### config.mk
export PLATFORM = sky130hd
export DESIGN_NAME = mem_subsys
export DESIGN_NICKNAME = d
export VERILOG_FILES = /design/src/common/soc_pkg.sv /design/src/axi_ctl/axi_ctl.sv /design/src/xbar/axi_xbar.sv /design/src/logic/clint.sv /design/src/logic/mem_subsys.sv
export VERILOG_INCLUDE_DIRS = /design/src /design/src/common
export SDC_FILE = /design/constraint.sdc
export NUM_CORES = 1
export LEC_CHECK = 0
export BUFFER_PORTS_ARGS = -buffer_cell sky130_fd_sc_hd__clkbuf_2
export CORE_ASPECT_RATIO = 1.4
export CORE_MARGIN = 2
export CORE_UTILIZATION = 30
export CTS_CLUSTER_SIZE = 8
export DETAILED_ROUTE_END_ITERATION = 16
export PLACE_DENSITY = 0.6
export SLEW_MARGIN = 30
export SYNTH_ARGS = -nofsm -noshare
export SYNTH_HDL_FRONTEND = slang
export SYNTH_HIERARCHICAL = 1
export SYNTH_SLANG_ARGS = --single-unit
### constraint.sdc
create_clock -name clock -period 5.05 [get_ports clock]
set_input_delay 0.2525 -clock clock [delete_from_list [all_inputs] [get_ports clock]]
set_output_delay 0.2525 -clock clock [all_outputs]
set_load 0.02 [all_outputs]
### src/common/soc_config.svh
`ifndef SOC_CONFIG_SVH
`define SOC_CONFIG_SVH

// Upper half-word of the CLINT address region
`define CLINT_BASE_HI 16'h0200

// Clock cycles per mtime tick
`define MTIME_DIV 4

`define RESP_OKAY 2'd0
`define RESP_SLVERR 2'd2

`define AXI_ADDR_BURST_INCR 2'b01

`endif

### src/common/soc_pkg.sv
package soc_pkg;

	// Region view of an address
	typedef struct packed {
		logic [15:0] base;
		logic [15:0] offset;
	} addr_fields_t;

	typedef union packed {
		logic [31:0] raw;
		addr_fields_t f;
	} addr_u;

	typedef struct packed {
		addr_u addr;
		logic write;
		logic [31:0] wdata;
		logic [3:0] wstrb;
		logic [2:0] size;
	} cpu_req_t;

	typedef struct packed {
		logic [31:0] rdata;
		logic [1:0] resp;
	} cpu_rsp_t;

	typedef struct packed {
		addr_u addr;
		logic [7:0] len;
		logic [2:0] size;
	} ar_t;

	typedef ar_t aw_t;

	typedef struct packed {
		logic [31:0] data;
		logic [3:0] strb;
		logic last;
	} w_t;

	typedef struct packed {
		logic [31:0] data;
		logic [1:0] resp;
		logic last;
	} r_t;

	typedef struct packed {
		logic [1:0] resp;
	} b_t;

endpackage

### src/axi_ctl/axi_ctl.sv
module axi_ctl import soc_pkg::*; (
	input  logic     clock,
	input  logic     rst_n_i,
	input  logic     inst_req_i,
	input  cpu_req_t inst_req_data_i,
	output logic     inst_ack_o,
	output cpu_rsp_t inst_rsp_o,
	input  logic     data_req_i,
	input  cpu_req_t data_req_data_i,
	output logic     data_ack_o,
	output cpu_rsp_t data_rsp_o,
	output logic     ar_valid_o,
	input  logic     ar_ready_i,
	output ar_t      ar_o,
	input  logic     r_valid_i,
	output logic     r_ready_o,
	input  r_t       r_i,
	output logic     aw_valid_o,
	input  logic     aw_ready_i,
	output aw_t      aw_o,
	output logic     w_valid_o,
	input  logic     w_ready_i,
	output w_t       w_o,
	input  logic     b_valid_i,
	output logic     b_ready_o,
	input  b_t       b_i
);

	typedef enum logic [1:0] {
		ST_IDLE,
		ST_ADDR,
		ST_RESP,
		ST_DONE
	} state_e;

	state_e state_q;
	logic grant_data_q;
	logic aw_done_q;
	logic w_done_q;

	cpu_req_t sel_req;
	logic sel_req_in;
	logic is_write;
	logic ar_fire;
	logic aw_fire;
	logic w_fire;
	logic resp_fire;
	cpu_rsp_t rsp_next;

	// Requester holds its payload until ack
	assign sel_req = grant_data_q ? data_req_data_i : inst_req_data_i;
	assign sel_req_in = grant_data_q ? data_req_i : inst_req_i;
	// Instruction port is read only
	assign is_write = grant_data_q && sel_req.write;

	assign ar_valid_o = (state_q == ST_ADDR) && !is_write;
	assign aw_valid_o = (state_q == ST_ADDR) && is_write && !aw_done_q;
	assign w_valid_o = (state_q == ST_ADDR) && is_write && !w_done_q;
	assign r_ready_o = (state_q == ST_RESP) && !is_write;
	assign b_ready_o = (state_q == ST_RESP) && is_write;

	assign ar_o = '{addr: sel_req.addr, len: 8'd0, size: sel_req.size};
	assign aw_o = '{addr: sel_req.addr, len: 8'd0, size: sel_req.size};
	assign w_o = '{data: sel_req.wdata, strb: sel_req.wstrb, last: 1'b1};

	assign ar_fire = ar_valid_o && ar_ready_i;
	assign aw_fire = aw_valid_o && aw_ready_i;
	assign w_fire = w_valid_o && w_ready_i;
	assign resp_fire = is_write ? (b_valid_i && b_ready_o) : (r_valid_i && r_ready_o);

	assign rsp_next = is_write ? '{rdata: 32'd0, resp: b_i.resp}
		: '{rdata: r_i.data, resp: r_i.resp};

	always_ff @(posedge clock) begin
		if (!rst_n_i) begin
			state_q <= ST_IDLE;
			grant_data_q <= 1'b0;
			aw_done_q <= 1'b0;
			w_done_q <= 1'b0;
			inst_ack_o <= 1'b0;
			data_ack_o <= 1'b0;
		end else begin
			case (state_q)
				ST_IDLE: begin
					// Data port has priority
					if (data_req_i) begin
						grant_data_q <= 1'b1;
						state_q <= ST_ADDR;
					end else if (inst_req_i) begin
						grant_data_q <= 1'b0;
						state_q <= ST_ADDR;
					end
				end
				ST_ADDR: begin
					if (is_write) begin
						if (aw_fire)
							aw_done_q <= 1'b1;
						if (w_fire)
							w_done_q <= 1'b1;
						if ((aw_done_q || aw_fire) && (w_done_q || w_fire)) begin
							aw_done_q <= 1'b0;
							w_done_q <= 1'b0;
							state_q <= ST_RESP;
						end
					end else if (ar_fire) begin
						state_q <= ST_RESP;
					end
				end
				ST_RESP: begin
					if (resp_fire) begin
						state_q <= ST_DONE;
						if (grant_data_q)
							data_ack_o <= 1'b1;
						else
							inst_ack_o <= 1'b1;
					end
				end
				ST_DONE: begin
					if (!sel_req_in) begin
						inst_ack_o <= 1'b0;
						data_ack_o <= 1'b0;
						state_q <= ST_IDLE;
					end
				end
				default: state_q <= ST_IDLE;
			endcase
		end
	end

	always_ff @(posedge clock) begin
		if (resp_fire) begin
			if (grant_data_q)
				data_rsp_o <= rsp_next;
			else
				inst_rsp_o <= rsp_next;
		end
	end

endmodule

### src/xbar/axi_xbar.sv
`include "soc_config.svh"

module axi_xbar import soc_pkg::*; (
	input  logic clock,
	input  logic rst_n_i,
	input  logic s_ar_valid_i,
	output logic s_ar_ready_o,
	input  ar_t  s_ar_i,
	output logic s_r_valid_o,
	input  logic s_r_ready_i,
	output r_t   s_r_o,
	input  logic s_aw_valid_i,
	output logic s_aw_ready_o,
	input  aw_t  s_aw_i,
	input  logic s_w_valid_i,
	output logic s_w_ready_o,
	input  w_t   s_w_i,
	output logic s_b_valid_o,
	input  logic s_b_ready_i,
	output b_t   s_b_o,
	output logic m_ar_valid_o,
	input  logic m_ar_ready_i,
	output ar_t  m_ar_o,
	input  logic m_r_valid_i,
	output logic m_r_ready_o,
	input  r_t   m_r_i,
	output logic m_aw_valid_o,
	input  logic m_aw_ready_i,
	output aw_t  m_aw_o,
	output logic m_w_valid_o,
	input  logic m_w_ready_i,
	output w_t   m_w_o,
	input  logic m_b_valid_i,
	output logic m_b_ready_o,
	input  b_t   m_b_i,
	output logic c_ar_valid_o,
	input  logic c_ar_ready_i,
	output ar_t  c_ar_o,
	input  logic c_r_valid_i,
	output logic c_r_ready_o,
	input  r_t   c_r_i
);

	logic rd_busy_q;
	logic rd_clint_q;
	logic wr_busy_q;
	logic wr_clint_q;
	logic err_w_q;
	logic err_bvalid_q;

	logic rd_hit;
	logic wr_hit;
	logic w_clint;
	logic ar_fire;
	logic r_fire;
	logic aw_fire;
	logic w_fire;
	logic b_fire;
	logic clint_aw_done;
	logic clint_w_done;

	assign rd_hit = s_ar_i.addr.f.base == `CLINT_BASE_HI;
	assign wr_hit = s_aw_i.addr.f.base == `CLINT_BASE_HI;
	// W follows the registered AW route once AW has gone
	assign w_clint = wr_busy_q ? wr_clint_q : wr_hit;

	// Read path
	assign m_ar_valid_o = s_ar_valid_i && !rd_hit;
	assign c_ar_valid_o = s_ar_valid_i && rd_hit;
	assign s_ar_ready_o = rd_hit ? c_ar_ready_i : m_ar_ready_i;
	assign m_ar_o = s_ar_i;
	assign c_ar_o = s_ar_i;

	assign s_r_valid_o = rd_busy_q && (rd_clint_q ? c_r_valid_i : m_r_valid_i);
	assign s_r_o = rd_clint_q ? c_r_i : m_r_i;
	assign m_r_ready_o = rd_busy_q && !rd_clint_q && s_r_ready_i;
	assign c_r_ready_o = rd_busy_q && rd_clint_q && s_r_ready_i;

	// Write path with CLINT writes absorbed locally
	assign m_aw_valid_o = s_aw_valid_i && !wr_hit;
	assign s_aw_ready_o = wr_hit ? !err_bvalid_q : m_aw_ready_i;
	assign m_aw_o = s_aw_i;

	assign m_w_valid_o = s_w_valid_i && !w_clint;
	assign s_w_ready_o = w_clint ? !err_bvalid_q : m_w_ready_i;
	assign m_w_o = s_w_i;

	assign s_b_valid_o = wr_busy_q && (wr_clint_q ? err_bvalid_q : m_b_valid_i);
	assign s_b_o = wr_clint_q ? b_t'{resp: `RESP_SLVERR} : m_b_i;
	assign m_b_ready_o = wr_busy_q && !wr_clint_q && s_b_ready_i;

	assign ar_fire = s_ar_valid_i && s_ar_ready_o;
	assign r_fire = s_r_valid_o && s_r_ready_i;
	assign aw_fire = s_aw_valid_i && s_aw_ready_o;
	assign w_fire = s_w_valid_i && s_w_ready_o;
	assign b_fire = s_b_valid_o && s_b_ready_i;

	assign clint_aw_done = (wr_busy_q && wr_clint_q) || (aw_fire && wr_hit);
	assign clint_w_done = err_w_q || (w_fire && w_clint);

	always_ff @(posedge clock) begin
		if (!rst_n_i) begin
			rd_busy_q <= 1'b0;
			rd_clint_q <= 1'b0;
		end else if (ar_fire) begin
			rd_busy_q <= 1'b1;
			rd_clint_q <= rd_hit;
		end else if (r_fire) begin
			rd_busy_q <= 1'b0;
			rd_clint_q <= 1'b0;
		end
	end

	always_ff @(posedge clock) begin
		if (!rst_n_i) begin
			wr_busy_q <= 1'b0;
			wr_clint_q <= 1'b0;
			err_w_q <= 1'b0;
			err_bvalid_q <= 1'b0;
		end else begin
			if (aw_fire) begin
				wr_busy_q <= 1'b1;
				wr_clint_q <= wr_hit;
			end else if (b_fire) begin
				wr_busy_q <= 1'b0;
				wr_clint_q <= 1'b0;
			end

			if (w_fire && w_clint)
				err_w_q <= 1'b1;

			// Error response once both halves of a CLINT write are in
			if (clint_aw_done && clint_w_done && !err_bvalid_q) begin
				err_bvalid_q <= 1'b1;
				err_w_q <= 1'b0;
			end else if (b_fire) begin
				err_bvalid_q <= 1'b0;
			end
		end
	end

endmodule

### src/logic/clint.sv
`include "soc_config.svh"

module clint import soc_pkg::*; (
	input  logic clock,
	input  logic rst_n_i,
	input  logic ar_valid_i,
	output logic ar_ready_o,
	input  ar_t  ar_i,
	output logic r_valid_o,
	input  logic r_ready_i,
	output r_t   r_o
);

	localparam int PRE_W = $clog2(`MTIME_DIV + 1);

	logic [PRE_W-1:0] pre_q;
	logic [63:0] mtime_q;
	logic [31:0] rdata_q;
	logic [1:0] rresp_q;

	always_ff @(posedge clock) begin
		if (!rst_n_i) begin
			pre_q <= '0;
			mtime_q <= 64'd0;
		end else if (pre_q == PRE_W'(`MTIME_DIV - 1)) begin
			pre_q <= '0;
			mtime_q <= mtime_q + 64'd1;
		end else begin
			pre_q <= pre_q + 1'b1;
		end
	end

	// One read outstanding so AR is accepted only when idle
	assign ar_ready_o = !r_valid_o;

	always_ff @(posedge clock) begin
		if (!rst_n_i)
			r_valid_o <= 1'b0;
		else if (ar_valid_i && ar_ready_o)
			r_valid_o <= 1'b1;
		else if (r_ready_i)
			r_valid_o <= 1'b0;
	end

	always_ff @(posedge clock) begin
		if (ar_valid_i && ar_ready_o) begin
			case (ar_i.addr.f.offset)
				16'h0000: begin
					rdata_q <= mtime_q[31:0];
					rresp_q <= `RESP_OKAY;
				end
				16'h0004: begin
					rdata_q <= mtime_q[63:32];
					rresp_q <= `RESP_OKAY;
				end
				default: begin
					rdata_q <= 32'd0;
					rresp_q <= `RESP_SLVERR;
				end
			endcase
		end
	end

	assign r_o = '{data: rdata_q, resp: rresp_q, last: 1'b1};

endmodule

### src/logic/mem_subsys.sv
`include "soc_config.svh"

module mem_subsys import soc_pkg::*; (
	input  logic       clock,
	input  logic       rst_n_i,
	input  logic       inst_req_i,
	input  cpu_req_t   inst_req_data_i,
	output logic       inst_ack_o,
	output cpu_rsp_t   inst_rsp_o,
	input  logic       data_req_i,
	input  cpu_req_t   data_req_data_i,
	output logic       data_ack_o,
	output cpu_rsp_t   data_rsp_o,
	output logic       m_ar_valid_o,
	input  logic       m_ar_ready_i,
	output ar_t        m_ar_o,
	output logic [1:0] m_ar_burst_o,
	input  logic       m_r_valid_i,
	output logic       m_r_ready_o,
	input  r_t         m_r_i,
	output logic       m_aw_valid_o,
	input  logic       m_aw_ready_i,
	output aw_t        m_aw_o,
	output logic [1:0] m_aw_burst_o,
	output logic       m_w_valid_o,
	input  logic       m_w_ready_i,
	output w_t         m_w_o,
	input  logic       m_b_valid_i,
	output logic       m_b_ready_o,
	input  b_t         m_b_i
);

	// Controller to crossbar
	logic x_ar_valid, x_ar_ready, x_r_valid, x_r_ready;
	logic x_aw_valid, x_aw_ready, x_w_valid, x_w_ready;
	logic x_b_valid, x_b_ready;
	ar_t x_ar;
	r_t x_r;
	aw_t x_aw;
	w_t x_w;
	b_t x_b;

	// Crossbar to CLINT
	logic c_ar_valid, c_ar_ready, c_r_valid, c_r_ready;
	ar_t c_ar;
	r_t c_r;

	assign m_ar_burst_o = `AXI_ADDR_BURST_INCR;
	assign m_aw_burst_o = `AXI_ADDR_BURST_INCR;

	axi_ctl u_axi_ctl (
		.clock           (clock),
		.rst_n_i         (rst_n_i),
		.inst_req_i      (inst_req_i),
		.inst_req_data_i (inst_req_data_i),
		.inst_ack_o      (inst_ack_o),
		.inst_rsp_o      (inst_rsp_o),
		.data_req_i      (data_req_i),
		.data_req_data_i (data_req_data_i),
		.data_ack_o      (data_ack_o),
		.data_rsp_o      (data_rsp_o),
		.ar_valid_o      (x_ar_valid),
		.ar_ready_i      (x_ar_ready),
		.ar_o            (x_ar),
		.r_valid_i       (x_r_valid),
		.r_ready_o       (x_r_ready),
		.r_i             (x_r),
		.aw_valid_o      (x_aw_valid),
		.aw_ready_i      (x_aw_ready),
		.aw_o            (x_aw),
		.w_valid_o       (x_w_valid),
		.w_ready_i       (x_w_ready),
		.w_o             (x_w),
		.b_valid_i       (x_b_valid),
		.b_ready_o       (x_b_ready),
		.b_i             (x_b)
	);

	axi_xbar u_axi_xbar (
		.clock        (clock),
		.rst_n_i      (rst_n_i),
		.s_ar_valid_i (x_ar_valid),
		.s_ar_ready_o (x_ar_ready),
		.s_ar_i       (x_ar),
		.s_r_valid_o  (x_r_valid),
		.s_r_ready_i  (x_r_ready),
		.s_r_o        (x_r),
		.s_aw_valid_i (x_aw_valid),
		.s_aw_ready_o (x_aw_ready),
		.s_aw_i       (x_aw),
		.s_w_valid_i  (x_w_valid),
		.s_w_ready_o  (x_w_ready),
		.s_w_i        (x_w),
		.s_b_valid_o  (x_b_valid),
		.s_b_ready_i  (x_b_ready),
		.s_b_o        (x_b),
		.m_ar_valid_o (m_ar_valid_o),
		.m_ar_ready_i (m_ar_ready_i),
		.m_ar_o       (m_ar_o),
		.m_r_valid_i  (m_r_valid_i),
		.m_r_ready_o  (m_r_ready_o),
		.m_r_i        (m_r_i),
		.m_aw_valid_o (m_aw_valid_o),
		.m_aw_ready_i (m_aw_ready_i),
		.m_aw_o       (m_aw_o),
		.m_w_valid_o  (m_w_valid_o),
		.m_w_ready_i  (m_w_ready_i),
		.m_w_o        (m_w_o),
		.m_b_valid_i  (m_b_valid_i),
		.m_b_ready_o  (m_b_ready_o),
		.m_b_i        (m_b_i),
		.c_ar_valid_o (c_ar_valid),
		.c_ar_ready_i (c_ar_ready),
		.c_ar_o       (c_ar),
		.c_r_valid_i  (c_r_valid),
		.c_r_ready_o  (c_r_ready),
		.c_r_i        (c_r)
	);

	clint u_clint (
		.clock      (clock),
		.rst_n_i    (rst_n_i),
		.ar_valid_i (c_ar_valid),
		.ar_ready_o (c_ar_ready),
		.ar_i       (c_ar),
		.r_valid_o  (c_r_valid),
		.r_ready_i  (c_r_ready),
		.r_o        (c_r)
	);

endmodule

==> flow_summary.ini <==
[outcome]
status = finished clean

[place]
place_inst = 1678
pre_cts_ws_ns = 1.64
place.gp.congestion = 0.886
io_buffers = 368
hpwl_um = 22500

[layout]
diodes = 0
fin_cells = 1711
area_growth_pct = 13.5
nets = 1433
final_layout_size_suffix_gt1_frac = 0.436

[sta]
final.setup_skew_ns = 0.0178
rsz0062_at_grt = no
timing.final.crit_share = 0.664
hold_viol_final = 0
max_slew_margin = 0.397
setup_viol = 0
setup_tns_ns = 0
tightest_slew_ns = 0.904
setup_slack_ns = 1.70
drv_slew = 0
fmax_ghz = 0.298
fin_crit_ns = 3.35

[job]
drv_cap = 0

[pwr]
intPower_mw = 2.65
power.leakage_nw = 4.97
p_per_area_nw_per_um2 = 307
switchingPower_mw = 1.14
clockPowerShare = 0.330
switching_share = 0.301
seqPwrFrac = 0.429
ir_drop_uv = 160
p_comb_frac = 0.240

[worst_setup_path]
worst_ep_arrival_time_ns = 3.71
critPathCaptureType = flop
critPathLaunchType = flop
crit_family = multiplexers
cp_max_fo = 40
cp_data_required_time_ns = 5.41
slowest_delay_ns = 0.66
crit_buf_inv = 1
critPathKind = reg -> reg
path_cells = buf_12, mux2_2, nor4_2, nand4_2, o21ai_1, mux2_2, o22ai_1, a32oi_1, nand4b_1, mux2i_1
crit_top_cell = mux2_2
critPathSlowestCell = dfxtp_4

[detailed_routing]
post-route-drc-count = 0
totalWireLength_um = 28400
firstDrtPassIters = 5
drtIter0Drc = 452
final_antenna_net_count = 0
via_per_inst = 4.65
vias = 7948
detail_route.wl_per_cell_um = 16.6

[cts]
hold_buffers = 0
cts_max_level = 4
clock_tree.root_cell = clkbuf_16
cts.sinks = 182
post_cts_resized = 0
clock_insertion_delay_worst_skew_ns = 0.44
path_clk_slew_ns = 0.06
cts_buffer_depth = 2
cts_tree = done
cts_buffers = 17
post_cts_buffers = 0

[global_routing]
grtUsageMet1 = 0.165
grt_pass1_vias = 7693
grt_pass1_wl_um = 42400
grt_remaining_overflow = 0
grt_usage = 0.146
antenna_found_initial = 1
use_met3 = 0.0279
grtUsageMet2 = 0.268
busiest_layer = met2
grt_start_max_net_pins = 79

[floorplan]
die_height_um = 229
start_util = 0.304
die_area_um2 = 37800
io_pins = 392
rows = 82
die_w_um = 165
core_area_um2 = 35800

[logic_synthesis]
netlist_instances = 1060
syn_area_um2 = 10900
syn_area_per_cell_um2 = 10.3
yosysWarnings = 6

[min_path]
min_path_type = in -> reg
## per-layer routing
layer	routed length [µm]	part of all wire
met5	13	0.00046
met4	665	0.023
met3	1500	0.053
met2	15100	0.53
met1	11100	0.39
## power by group through the flow
stage / Combinational, mW / Sequential [mW] / Clock [mW]
6_report: 0.912 / 1.63 / 1.25
5_1_grt: 0.981 / 1.63 / 1.34
4_1_cts: 0.886 / 1.66 / 1.29
3_5_place_dp: 0.882 / 1.69 / 0
3_3_place_gp: 0.871 / 1.68 / 0
2_1_floorplan: 0.941 / 1.64 / 0
## cell type report
| type | count | area (µm²) |
|---|---|---|
| fill | 3661 | 23400 |
| sequential | 182 | 4660 |
| multi-input combinational | 641 | 4570 |
| timing repair buffer | 375 | 1930 |
| tap | 462 | 578 |
| clock buffer | 22 | 454 |
| clock inverter | 10 | 97.6 |
| inverter | 19 | 71.3 |
## worst register-to-register path: stages (launching register included)
cell	delay, ns
dfxtp_4	0.66
buf_12	0.30
mux2_2	0.45
nor4_2	0.34
nand4_2	0.27
o21ai_1	0.25
mux2_2	0.38
o22ai_1	0.13
a32oi_1	0.11
nand4b_1	0.17
mux2i_1	0.21
## through the flow
stage               cell area, µm²  total power, mW  hold slack (ns)   util
detailed placement           11800             2.57            0.422  0.329
finish                       12400             3.80            0.141  0.345
floorplan                    10900             2.58            0.370      -
global route                 12400             3.96            0.142  0.345
CTS                          12300             3.83            0.118  0.345
global placement             11800             2.55            0.407  0.328
## state kept, by name (all words and copies together) (netlist names), 2 cells and up
| name | flops |
|---|---|
| u_axi_ctl/data_rsp_o | 34 |
| u_axi_ctl/inst_rsp_o | 34 |
| u_axi_ctl/state_q | 2 |
| u_clint/mtime_q | 64 |
| u_clint/pre_q | 3 |
| u_clint/rdata_q | 32 |
## final timing paths
kind                          endpoint  cells after the start              startpoint  slack [ns]
setup / recovery  u_axi_ctl/state_q[1]                     10  u_axi_ctl/grant_data_q        1.70
setup reg to reg  u_axi_ctl/state_q[1]                     10  u_axi_ctl/grant_data_q        1.70
hold reg to reg       u_clint/pre_q[0]                      1        u_clint/pre_q[0]        0.43
hold / removal    u_axi_xbar/wr_busy_q                      3            m_aw_ready_i        0.14
## cell usage in the layout, fill, tap and decap left out, drive strengths merged, types with 26 or more instances in the layout
cell type	count
clkbuf	390
mux2	108
edfxtp	101
nor2	96
dfxtp	81
nand2	52
mux2i	40
and2	40
a21oi	29
o21ai	28
nand4	28
nand3	26
Power figures use the tool's default switching activity.
